===== config.mk =====
export PLATFORM = sky130hd
export DESIGN_NAME = vertex_gather_top
export DESIGN_NICKNAME = d
export VERILOG_FILES = /design/src/hdl/cu_pkg.sv /design/src/hdl/array_struct_type_demux_bus.sv /design/src/hdl/neighbor_fifo.sv /design/src/hdl/read_request_mux.sv /design/src/hdl/vertex_accumulator.sv /design/src/hdl/gather_control.sv /design/src/hdl/vertex_gather_top.sv
export SDC_FILE = /design/constraint.sdc
export NUM_CORES = 1
export LEC_CHECK = 0
export BUFFER_PORTS_ARGS = -buffer_cell sky130_fd_sc_hd__buf_2
export CAP_MARGIN = 20
export CORE_ASPECT_RATIO = 1.2
export CORE_MARGIN = 4
export CORE_UTILIZATION = 25
export CTS_BUF_LIST = sky130_fd_sc_hd__clkbuf_16
export DETAILED_ROUTE_END_ITERATION = 12
export PLACE_DENSITY = 0.45
export SLEW_MARGIN = 10
export SYNTH_ARGS = -nofsm -noshare
export SYNTH_HDL_FRONTEND = slang
export SYNTH_SLANG_ARGS = --single-unit

===== constraint.sdc =====
create_clock -name clock -period 5.4 [get_ports clock]
set_input_delay 1.08 -clock clock [delete_from_list [all_inputs] [get_ports clock]]
set_output_delay 1.08 -clock clock [all_outputs]
set_load 0.02 [all_outputs]

===== src/hdl/cu_pkg.sv =====
`default_nettype none

package cu_pkg;

	// --------------------------------------------------
	// Widths and sizes
	// --------------------------------------------------

	// Memory data word
	localparam int CU_DATA_WIDTH = 32;
	// Memory address, also a neighbor ID
	localparam int CU_ADDR_WIDTH = 32;

	// Largest vertex degree, doubles as neighbor FIFO depth
	localparam int CU_MAX_DEGREE = 16;
	// Holds 0 to 16
	localparam int CU_DEGREE_WIDTH = 5;
	// FIFO pointers wrap on their own since depth is a power of two
	localparam int CU_FIFO_PTR_WIDTH = $clog2(CU_MAX_DEGREE);

	// Response demux lanes
	localparam int CU_LANE_EDGE = 0;
	localparam int CU_LANE_DATA = 1;

	// --------------------------------------------------
	// Enums
	// --------------------------------------------------

	// Which array a request or response belongs to
	// Only EDGE_ARRAY_DEST and READ_GRAPH_DATA are issued here
	typedef enum logic [2:0] {
		STRUCT_INVALID,
		EDGE_ARRAY_DEST,
		READ_GRAPH_DATA,
		READ_GRAPH_DATA_SRC,
		READ_GRAPH_DATA_DEST,
		READ_GRAPH_DATA_HIGH
	} array_struct_type;

	// Gather control states
	typedef enum logic [1:0] {
		IDLE,
		EDGE_READ,
		DATA_WAIT,
		FINISH
	} gather_state_type;

	// --------------------------------------------------
	// Memory port structs
	// --------------------------------------------------

	// Read request, taken by memory whenever valid is high
	typedef struct packed {
		logic                     valid;
		array_struct_type         tag;
		logic [0:CU_ADDR_WIDTH-1] address;
	} mem_request_type;

	// Read response, carries the tag of its request
	typedef struct packed {
		logic                     valid;
		array_struct_type         tag;
		logic [0:CU_DATA_WIDTH-1] data;
	} mem_response_type;

endpackage

`default_nettype wire


===== src/hdl/array_struct_type_demux_bus.sv =====
`timescale 1ns/1ps
`default_nettype none

module array_struct_type_demux_bus (
	input  logic                             clock,
	input  logic                             rstn,
	input  cu_pkg::array_struct_type         sel_in,
	input  logic [0:cu_pkg::CU_DATA_WIDTH-1] data_in,
	input  logic                             data_in_valid,
	output logic [0:cu_pkg::CU_DATA_WIDTH-1] data_out [0:1],
	output logic                             data_out_valid [0:1]
);

	import cu_pkg::*;

	// Stage 1 registers
	array_struct_type         sel_in_latched;
	logic [0:CU_DATA_WIDTH-1] data_in_latched;
	logic                     data_in_valid_latched;

	// Stage 2 registers
	logic                     lane_valid_internal [0:1];
	logic [0:CU_DATA_WIDTH-1] data_internal;

	// --------------------------------------------------
	// Input latch
	// --------------------------------------------------

	always_ff @(posedge clock or negedge rstn) begin
		if (!rstn) begin
			data_in_valid_latched <= 1'b0;
			sel_in_latched        <= STRUCT_INVALID;
		end else begin
			data_in_valid_latched <= data_in_valid;
			sel_in_latched        <= sel_in;
		end
	end

	// Payload only
	always_ff @(posedge clock) begin
		data_in_latched <= data_in;
	end

	// --------------------------------------------------
	// Lane select by tag
	// --------------------------------------------------

	always_ff @(posedge clock or negedge rstn) begin
		if (!rstn) begin
			lane_valid_internal[CU_LANE_EDGE] <= 1'b0;
			lane_valid_internal[CU_LANE_DATA] <= 1'b0;
		end else begin
			case (sel_in_latched)
				EDGE_ARRAY_DEST: begin
					lane_valid_internal[CU_LANE_EDGE] <= data_in_valid_latched;
					lane_valid_internal[CU_LANE_DATA] <= 1'b0;
				end
				// Every graph data kind shares the data lane
				READ_GRAPH_DATA, READ_GRAPH_DATA_SRC,
				READ_GRAPH_DATA_DEST, READ_GRAPH_DATA_HIGH: begin
					lane_valid_internal[CU_LANE_EDGE] <= 1'b0;
					lane_valid_internal[CU_LANE_DATA] <= data_in_valid_latched;
				end
				// Invalid tag dropped
				default: begin
					lane_valid_internal[CU_LANE_EDGE] <= 1'b0;
					lane_valid_internal[CU_LANE_DATA] <= 1'b0;
				end
			endcase
		end
	end

	always_ff @(posedge clock) begin
		data_internal <= data_in_latched;
	end

	// --------------------------------------------------
	// Output registers
	// --------------------------------------------------

	always_ff @(posedge clock or negedge rstn) begin
		if (!rstn) begin
			data_out_valid[CU_LANE_EDGE] <= 1'b0;
			data_out_valid[CU_LANE_DATA] <= 1'b0;
		end else begin
			data_out_valid[CU_LANE_EDGE] <= lane_valid_internal[CU_LANE_EDGE];
			data_out_valid[CU_LANE_DATA] <= lane_valid_internal[CU_LANE_DATA];
		end
	end

	// Both lanes see the same word
	always_ff @(posedge clock) begin
		data_out[CU_LANE_EDGE] <= data_internal;
		data_out[CU_LANE_DATA] <= data_internal;
	end

endmodule

`default_nettype wire


===== src/hdl/neighbor_fifo.sv =====
`timescale 1ns/1ps
`default_nettype none

module neighbor_fifo (
	input  logic                             clock,
	input  logic                             rstn,
	input  logic                             push,
	input  logic [0:cu_pkg::CU_ADDR_WIDTH-1] push_data,
	input  logic                             pop,
	output logic [0:cu_pkg::CU_ADDR_WIDTH-1] pop_data,
	output logic                             empty
);

	import cu_pkg::*;

	// Neighbor ID storage
	logic [0:CU_ADDR_WIDTH-1]     entries [0:CU_MAX_DEGREE-1];
	logic [0:CU_FIFO_PTR_WIDTH-1] wr_ptr;
	logic [0:CU_FIFO_PTR_WIDTH-1] rd_ptr;
	// Occupancy, 0 to 16
	logic [0:CU_DEGREE_WIDTH-1]   count;

	// --------------------------------------------------
	// Storage write
	// --------------------------------------------------

	always_ff @(posedge clock) begin
		if (push) begin
			entries[wr_ptr] <= push_data;
		end
	end

	// --------------------------------------------------
	// Pointers and occupancy
	// --------------------------------------------------

	always_ff @(posedge clock or negedge rstn) begin
		if (!rstn) begin
			wr_ptr <= '0;
			rd_ptr <= '0;
			count  <= '0;
		end else begin
			if (push) begin
				wr_ptr <= wr_ptr + 1'b1;
			end
			if (pop) begin
				rd_ptr <= rd_ptr + 1'b1;
			end
			// Simultaneous push and pop keeps count
			if (push && !pop) begin
				count <= count + 1'b1;
			end else if (pop && !push) begin
				count <= count - 1'b1;
			end
		end
	end

	// Head entry, no read latency
	assign pop_data = entries[rd_ptr];
	assign empty    = (count == '0);

endmodule

`default_nettype wire


===== src/hdl/read_request_mux.sv =====
`timescale 1ns/1ps
`default_nettype none

module read_request_mux (
	input  logic                             clock,
	input  logic                             rstn,
	input  logic                             edge_issue,
	input  logic [0:cu_pkg::CU_ADDR_WIDTH-1] edge_address,
	input  logic                             fifo_empty,
	input  logic [0:cu_pkg::CU_ADDR_WIDTH-1] fifo_data,
	output logic                             fifo_pop,
	output cu_pkg::mem_request_type          mem_request
);

	import cu_pkg::*;

	// Registered request fields
	logic                     request_valid;
	array_struct_type         request_tag;
	logic [0:CU_ADDR_WIDTH-1] request_address;

	// Edge reads first, queued data reads fill idle slots
	assign fifo_pop = !fifo_empty && !edge_issue;

	// --------------------------------------------------
	// Request register
	// --------------------------------------------------

	always_ff @(posedge clock or negedge rstn) begin
		if (!rstn) begin
			request_valid <= 1'b0;
			request_tag   <= STRUCT_INVALID;
		end else if (edge_issue) begin
			request_valid <= 1'b1;
			request_tag   <= EDGE_ARRAY_DEST;
		end else if (fifo_pop) begin
			request_valid <= 1'b1;
			request_tag   <= READ_GRAPH_DATA;
		end else begin
			request_valid <= 1'b0;
			request_tag   <= STRUCT_INVALID;
		end
	end

	// Address follows the chosen source
	always_ff @(posedge clock) begin
		if (edge_issue) begin
			request_address <= edge_address;
		end else if (fifo_pop) begin
			// Neighbor ID is the graph data address
			request_address <= fifo_data;
		end
	end

	assign mem_request.valid   = request_valid;
	assign mem_request.tag     = request_tag;
	assign mem_request.address = request_address;

endmodule

`default_nettype wire


===== src/hdl/vertex_accumulator.sv =====
`timescale 1ns/1ps
`default_nettype none

module vertex_accumulator (
	input  logic                             clock,
	input  logic                             rstn,
	input  logic                             clear,
	input  logic                             add_valid,
	input  logic [0:cu_pkg::CU_DATA_WIDTH-1] add_data,
	output logic [0:cu_pkg::CU_DATA_WIDTH-1] sum
);

	// --------------------------------------------------
	// Running sum
	// --------------------------------------------------

	// Clear wins over add
	// Carry out of the top bit dropped, so the sum wraps
	always_ff @(posedge clock or negedge rstn) begin
		if (!rstn) begin
			sum <= '0;
		end else if (clear) begin
			sum <= '0;
		end else if (add_valid) begin
			sum <= sum + add_data;
		end
	end

endmodule

`default_nettype wire


===== src/hdl/gather_control.sv =====
`timescale 1ns/1ps
`default_nettype none

module gather_control (
	input  logic                               clock,
	input  logic                               rstn,
	input  logic                               start,
	input  logic [0:cu_pkg::CU_ADDR_WIDTH-1]   edge_offset,
	input  logic [0:cu_pkg::CU_DEGREE_WIDTH-1] degree,
	input  logic                               edge_response,
	input  logic                               data_response,
	output logic                               edge_issue,
	output logic [0:cu_pkg::CU_ADDR_WIDTH-1]   edge_address,
	output logic                               clear,
	output logic                               busy,
	output logic                               done
);

	import cu_pkg::*;

	gather_state_type state;
	gather_state_type next_state;

	// Degree of the current vertex
	logic [0:CU_DEGREE_WIDTH-1] degree_latched;
	// Edge reads issued so far
	logic [0:CU_DEGREE_WIDTH-1] issue_count;
	// Graph data responses seen so far
	logic [0:CU_DEGREE_WIDTH-1] data_count;
	// Edge reads without a response yet
	logic [0:CU_DEGREE_WIDTH-1] edge_pending;

	logic accept_start;
	logic last_issue;
	logic all_returned;

	// Start only taken while idle
	assign accept_start = (state == IDLE) && start;
	assign last_issue   = (issue_count == degree_latched - 1'b1);
	assign all_returned = (data_count == degree_latched) && (edge_pending == '0);

	// --------------------------------------------------
	// State machine
	// --------------------------------------------------

	always_comb begin
		next_state = state;
		case (state)
			IDLE: begin
				if (accept_start) begin
					// Degree zero skips all reads
					if (degree == '0) begin
						next_state = FINISH;
					end else begin
						next_state = EDGE_READ;
					end
				end
			end
			EDGE_READ: begin
				if (last_issue) begin
					next_state = DATA_WAIT;
				end
			end
			DATA_WAIT: begin
				if (all_returned) begin
					next_state = FINISH;
				end
			end
			FINISH: begin
				next_state = IDLE;
			end
			default: begin
				next_state = IDLE;
			end
		endcase
	end

	always_ff @(posedge clock or negedge rstn) begin
		if (!rstn) begin
			state <= IDLE;
		end else begin
			state <= next_state;
		end
	end

	// --------------------------------------------------
	// Counters and edge address
	// --------------------------------------------------

	always_ff @(posedge clock or negedge rstn) begin
		if (!rstn) begin
			degree_latched <= '0;
			issue_count    <= '0;
			edge_address   <= '0;
		end else if (accept_start) begin
			degree_latched <= degree;
			issue_count    <= '0;
			edge_address   <= edge_offset;
		end else if (edge_issue) begin
			// Consecutive edge array entries
			issue_count  <= issue_count + 1'b1;
			edge_address <= edge_address + 1'b1;
		end
	end

	// Data responses only count while busy
	always_ff @(posedge clock or negedge rstn) begin
		if (!rstn) begin
			data_count <= '0;
		end else if (accept_start) begin
			data_count <= '0;
		end else if (busy && data_response) begin
			data_count <= data_count + 1'b1;
		end
	end

	// Up on issue, down on response
	always_ff @(posedge clock or negedge rstn) begin
		if (!rstn) begin
			edge_pending <= '0;
		end else if (edge_issue && !edge_response) begin
			edge_pending <= edge_pending + 1'b1;
		end else if (edge_response && !edge_issue) begin
			edge_pending <= edge_pending - 1'b1;
		end
	end

	// Outputs decoded from state
	assign edge_issue = (state == EDGE_READ);
	assign busy       = (state == EDGE_READ) || (state == DATA_WAIT);
	assign done       = (state == FINISH);
	assign clear      = accept_start;

endmodule

`default_nettype wire


===== src/hdl/vertex_gather_top.sv =====
`timescale 1ns/1ps
`default_nettype none

module vertex_gather_top (
	input  logic                               clock,
	input  logic                               rstn,
	input  logic                               start,
	input  logic [0:cu_pkg::CU_ADDR_WIDTH-1]   edge_offset,
	input  logic [0:cu_pkg::CU_DEGREE_WIDTH-1] degree,
	output cu_pkg::mem_request_type            mem_request,
	input  cu_pkg::mem_response_type           mem_response,
	output logic                               busy,
	output logic                               done,
	output logic [0:cu_pkg::CU_DATA_WIDTH-1]   sum
);

	import cu_pkg::*;

	// Control to request mux
	logic                     edge_issue;
	logic [0:CU_ADDR_WIDTH-1] edge_address;
	logic                     clear;

	// Neighbor queue
	logic                     fifo_pop;
	logic                     fifo_empty;
	logic [0:CU_ADDR_WIDTH-1] fifo_data;

	// Demux lanes
	logic [0:CU_DATA_WIDTH-1] lane_data  [0:1];
	logic                     lane_valid [0:1];

	gather_control control (
		.clock        (clock),
		.rstn         (rstn),
		.start        (start),
		.edge_offset  (edge_offset),
		.degree       (degree),
		.edge_response(lane_valid[CU_LANE_EDGE]),
		.data_response(lane_valid[CU_LANE_DATA]),
		.edge_issue   (edge_issue),
		.edge_address (edge_address),
		.clear        (clear),
		.busy         (busy),
		.done         (done)
	);

	read_request_mux request_mux (
		.clock       (clock),
		.rstn        (rstn),
		.edge_issue  (edge_issue),
		.edge_address(edge_address),
		.fifo_empty  (fifo_empty),
		.fifo_data   (fifo_data),
		.fifo_pop    (fifo_pop),
		.mem_request (mem_request)
	);

	// Edge lane feeds neighbor IDs into the queue
	neighbor_fifo neighbors (
		.clock    (clock),
		.rstn     (rstn),
		.push     (lane_valid[CU_LANE_EDGE]),
		.push_data(lane_data[CU_LANE_EDGE]),
		.pop      (fifo_pop),
		.pop_data (fifo_data),
		.empty    (fifo_empty)
	);

	array_struct_type_demux_bus response_demux (
		.clock         (clock),
		.rstn          (rstn),
		.sel_in        (mem_response.tag),
		.data_in       (mem_response.data),
		.data_in_valid (mem_response.valid),
		.data_out      (lane_data),
		.data_out_valid(lane_valid)
	);

	// Graph data lane into the sum
	vertex_accumulator accumulator (
		.clock    (clock),
		.rstn     (rstn),
		.clear    (clear),
		.add_valid(lane_valid[CU_LANE_DATA]),
		.add_data (lane_data[CU_LANE_DATA]),
		.sum      (sum)
	);

endmodule

`default_nettype wire


Word level (Yosys, flattened, before mapping). Memories as Yosys holds them, arrays and structs flattened. Cells that the tools add are included.

Output and inout port bits: 70. Word-level logic and storage cells: 98. RAM bits: 512. Input port bits: 76. Memories: 1. Flip-flop bits (word level): 239.

Memories: neighbors.entries (depth 16, width 32, rd ports 1, clocked after Yosys merged registers in 0, write ports 1, line neighbor_fifo.sv:17) `logic [0:CU_ADDR_WIDTH-1] entries [0:CU_MAX_DEGREE-1];`.

Add/sub/neg operators: 11. Eq/ne operators: 13. Reduce and logical (&&, ||, !) cells: 25. Muxes and demuxes: 26.

Operators by type and width (count): two-way mux 32 bit (6); two-way mux 5 bit (8); adder 32 x 1 -> 32 bit, second input constant (1); adder 32 bit (1); adder 5 x 1 -> 5 bit, second input constant (4); zero test 5 bit (3); subtractor 5 x 1 -> 5 bit, second input constant (3); nonzero test 2 bit (6); equality test 5 bit (2); two-way mux 2 bit (5); adder 4 x 1 -> 4 bit, second input constant (2); logical AND 1 bit (8); case mux 2 bit (4 select lines) (1); equality test 3 x 2 -> 1 bit, second input constant (2); equality test 3 bit, second input constant (2); equality test 2 bit, second input constant (2); zero test 1 bit (4); two-way mux 1 bit (4); inequality test 2 x 1 -> 1 bit, second input constant (2); case mux 2 bit (2 select lines) (1); OR reduction 4 bit (1); equality test 3 x 1 -> 1 bit, second input constant (1); two-way mux 3 bit (1); AND reduction 3 bit (1); other kinds (4) (4).

Longest topological paths before layout.
Depth after elaboration: 6. Mapped depth: 13. Mapped depth without buffers: 12.

Hierarchy. Synthesis repeated with hierarchy kept, for this count alone.

Cell total of the unflattened synthesis: 1783. Area total of the unflattened synthesis: 30190.2 um2.

By module, submodules not included: neighbor_fifo (seq. area each 15700.1 um2, cells each 878, area an instance 19952.9 um2, times used 1); gather_control (seq. area each 1351.3 um2, cells each 343, area an instance 3268.1 um2, times used 1); vertex_accumulator (seq. area each 800.8 um2, cells each 346, area an instance 2986.6 um2, times used 1); array_struct_type_demux_bus (seq. area each 2122.0 um2, cells each 140, area an instance 2386.0 um2, times used 1); read_request_mux (seq. area each 1036.0 um2, cells each 76, area an instance 1596.5 um2, times used 1).

Least setup slack after synthesis. OpenSTA, ideal clock, no wires.

Path type: register -> register. Start point: register accumulator.sum[31] in the netlist's numbering. End point: register accumulator.sum[5] in the netlist's numbering. Clock period less this slack: 2838 ps. Arrival: 2712 ps. Stages on the path, launching flop included: 12. Path buffers: 0. Path slack: 2562 ps. Data required time: 5275 ps. Setup time: 125 ps. Cell sequence: dfrtp_1 > ha_1 > fa_1 > a211oi_1 > o21bai_2 > a21oi_2 > o31ai_4 > a41o_4 > o31ai_4 > o21ai_1 > xnor2_1 > o21ai_1.

Longest elaborated chain between the ends: 3.

Ends and longest elaborated chain: from (decl) (line vertex_accumulator.sv:10) `output logic [0:cu_pkg::CU_DATA_WIDTH-1] sum`; from (signal assigned) (line vertex_accumulator.sv:25) `sum <= sum + add_data;`; adder 32 bit (line vertex_accumulator.sv:25); two-way mux 32 bit (line vertex_accumulator.sv:24) `end else if (add_valid) begin`; two-way mux 32 bit (line vertex_accumulator.sv:22) `end else if (clear) begin`.

No other way between the ends. The select of a mux whose other input is x is not followed. A chain may end at the register's enable or synchronous reset.

==> run summary <==
===============================================================================================
Worst-skew pair later-pin latency ................................................      0.66 ns
Class of the tightest hold or removal check ...................................... flop to flop
CTS Root Buffer Type .............................................................    clkbuf_16
Remaining antenna violation count after routing ..................................            0
Commonest non-fill, non-tap cell in the layout ...................................     edfxtp_1
Timing-limited maximum frequency .................................................    306.1 MHz
Worst reg2reg setup slack ........................................................      2.13 ns
Area growth from synthesis to layout .............................................       18.17%
Crit path arrival time ...........................................................      3.80 ns
Part of the total power dissipated in combinational logic ........................        0.294
Largest driver fanout on the critical path .......................................           17
Total nets after synthesis .......................................................         1781
Setup repair after global routing missed its margin ..............................        false
Overall fraction of global-route tracks in use ...................................       0.1352
Worst hold-check slack ...........................................................    0.3197 ns
Top cell type's share of synthesized area ........................................       0.5519
Die Y ............................................................................     384.9 um
GR Overflow Total ................................................................            0
Total count of max-transition violations in the final report .....................            0
Setup slack at placement .........................................................     2.117 ns
Maximum number of pins on one net before global-route repair .....................           66
CP Data Required Time ............................................................      5.93 ns
Clock input transition at the sequential cells of the worst setup and hold paths .      0.06 ns
Avg Cell Area, Syn ...............................................................    17.95 um2
Final count of negative-setup-slack endpoints ....................................            0
Number of max-cap violations .....................................................            0
DR WL/cell .......................................................................     24.24 um
Number of synthesis warnings .....................................................            0
Total clock buffers created by CTS ...............................................           80
Port Buffer Count ................................................................          144
Routability congestion estimate ..................................................       0.7890
Cell leakage power ...............................................................   0.01217 uW
Fin crit share ...................................................................       0.6050
Number of nets at the end of the flow ............................................         1966
Worst slew slack as a fraction of its limit ......................................       0.2979
Number of post-CTS setup repair buffers ..........................................            0
Clk pwr share ....................................................................        0.302
Sequential share of the synthesized area .........................................       0.7099
Number of I/O pins ...............................................................          146
Count of flip-flops with a built-in enable after synthesis .......................          544
Cell accounting for the most synthesized area ....................................     edfxtp_1
Total routed wirelength ..........................................................     83440 um
Layout cells sized above 1 .......................................................       0.2729
# clock sinks ....................................................................          750
Start-to-end type of the worst setup path ........................................ flop to flop
TritonCTS clock tree .............................................................          yes
Starting density of the core .....................................................       0.2513
Part of the total power dissipated in sequential elements ........................        0.404
Global-route wire length before repair ...........................................    120000 um
Die Outline Area .................................................................   124000 um2
Internal Power ...................................................................     12860 uW
Power density of the placed cells ................................................ 544.2 nW/um2
Number of global-route vias before repair ........................................       16.63k
Power Total ......................................................................     19030 uW
Quantity of hold-fixing buffers added after cts ..................................            0
Cell breakdown of the critical path .............................................. ha_1 -> a21oi_1 -> o2bb2ai_1 -> or3_1 -> a31o_1 -> a21oi_1 -> nor3_1 -> nor3_1 -> xor2_1 -> o21ai_1
DRC viols ........................................................................            0
Placed wire-length estimate after detailed placement .............................     50490 um
Highest-count cells in the layout ignoring fill and taps ......................... edfxtp_1, mux4_2, buf_2
Quantity of gates resized following cts ..........................................            0
Post-synthesis async set-or-reset flop share .....................................       0.1467
Crit path setup slack, layout ....................................................     2.133 ns
NetSw ............................................................................      6168 uW
Synthesized netlist cell count ...................................................         1649
Worst-case clock skew ............................................................   0.02528 ns
Cell area after synthesis ........................................................    29600 um2
Transition time at the pin with the least slew margin ............................     1.053 ns
Critical Path Slowest Stage Cell .................................................      dfxtp_1
H-tree levels ....................................................................            3
Number of rows in the core area ..................................................          138
Initial antenna violation count ..................................................            7
Critical Path Start Type .........................................................         flop
Die X ............................................................................     322.1 um
Number of DRC markers after the initial detailed-route iteration .................         1363
Status ........................................................................... finished clean
Leading post-synthesis cells by cell area ........................................ edfxtp_1, mux4_2, dfrtp_1
Crit end category ................................................................         flop
Minimum clock period after layout ................................................     3.267 ns
Sum of negative setup slack ......................................................         0 ns
Most used flip-flop cell after synthesis .........................................     edfxtp_1
Final hold vios ..................................................................            0
Core outline area ................................................................   117800 um2
Total number of vias .............................................................       15.50k
Ratio of routed vias to standard cells ...........................................        4.502
Yosys cell types .................................................................           74
VDD IR-drop max ..................................................................    0.2713 mV
Largest stage delay on the critical path .........................................      0.78 ns
Switching share of power .........................................................       0.3241
Flops & latches, synth ...........................................................          750
1st-pass router iterations .......................................................            5
Diodes inserted ..................................................................            0
Worst-case clock buffer depth ....................................................            3
===============================================================================================
cells in the mapped netlist, types with 4 or more instances:
master and number:
a211oi_1 8, dfxtp_1 96, nor2b_1 4, a21o_1 16, nand3_1 17, edfxtp_1 544
or4_1 4, o211ai_1 4, buf_4 4, clkbuf_1 35, nand2b_1 7, a21oi_1 41
o21bai_1 4, and3_1 10, nor2_1 59, and2_1 21, nand2_1 91, dfrtp_1 110
xor2_1 48, nor4_1 4, o21ai_1 11, mux4_2 160, buf_2 12, xnor2_1 43
ha_1 53, buf_1 14, nor3_1 12, inv_1 23, o21ai_0 57, mux2_2 35
nand4_1 19, mux2i_1 22
sequential cells by signal, summed over array words and instances (netlist names):
signal                                count
accumulator.sum                          32
control.data_count                        5
control.degree_latched                    5
control.edge_address                     32
control.edge_pending                      5
control.issue_count                       5
control.state                             2
neighbors.count                           5
neighbors.entries                       512
neighbors.rd_ptr                          4
neighbors.wr_ptr                          4
request_mux.request_address              32
request_mux.request_tag                   2
request_mux.request_valid                 1
response_demux.data_in_latched           32
response_demux.data_in_valid_latched      1
response_demux.data_internal             32
response_demux.data_out                  32
response_demux.data_out_valid             2
response_demux.lane_valid_internal        2
response_demux.sel_in_latched             3
worst paths after layout:
check                                                start                                to  cells past startpoint
min                        response_demux.data_internal[1]       response_demux.data_out[62]                      0
min reg2reg                response_demux.data_internal[1]       response_demux.data_out[62]                      0
max                            response_demux.data_out[40]                accumulator.sum[8]                     10
min in group asynchronous                             rstn           control.edge_pending[4]                      1
max reg2reg                    response_demux.data_out[40]                accumulator.sum[8]                     10
max in group asynchronous                             rstn  response_demux.data_out_valid[0]                      2
worst max-delay path, delay by kind of cell, from the launching register on:
kind | cells | cell delay, ns
xor+xnor | 1 | 0.19
simple gates | 3 | 0.68
fa+ha+maj | 1 | 0.42
flops | 1 | 0.78
compound gates | 5 | 1.07
metal layers:
layer | track usage | part of all wire | up-vias | wire length [um]
met5 | 0 | 0.00035 | - | 29
met4 | 0.04240 | 0.025 | 4 | 2090
met3 | 0.02252 | 0.041 | 109 | 3412
met2 | 0.2398 | 0.52 | 331 | 43150
met1 | 0.1684 | 0.42 | 8219 | 34770
li1 | - | - | 6834 | -
metrics by stage:
stage | instance area (um2) | std cells | util
global placement | 32200 | 3291 | 0.2734
floorplan | 29600 | 1649 | -
global route | 34970 | 3442 | 0.2970
CTS | 34950 | 3441 | 0.2968
detailed placement | 32200 | 3291 | 0.2734
finish | 34970 | 3442 | 0.2970
logic make-up after synthesis:
group                      after synthesis  share of synthesized area
xor gates and xnor gates                91                    0.02693
DFF                                    750                     0.7099
and+or+nand+nor                        269                    0.04460
AOI/OAI and AO/OA                      170                    0.03682
muxes                                  217                     0.1425
buffers and inverters                   95                    0.01471
adders and majority gates               56                    0.02443
other                                    1                  0.0001267
area by class of cell:
| cell class | count | area [um2] |
|---|---|---|
| multi-input combinational | 804 | 8160 |
| sequential | 750 | 21020 |
| clock inverter | 67 | 679.4 |
| clock buffer | 83 | 2077 |
| tap | 1540 | 1927 |
| inverter | 23 | 86.33 |
| timing repair buffer | 175 | 1022 |
| fill | 11630 | 82780 |
power by group through the flow:
| stage | clock, uW | combinational [uW] | sequential, uW |
|---|---|---|---|
| after global placement | 0 | 5660 | 7840 |
| after CTS | 5940 | 5710 | 7740 |
| after global routing | 6180 | 6070 | 7810 |
| final | 5750 | 5590 | 7690 |
| after floorplan | 0 | 3910 | 7610 |
| after detailed placement | 0 | 5680 | 7850 |
(Power assumes the default switching activity.)
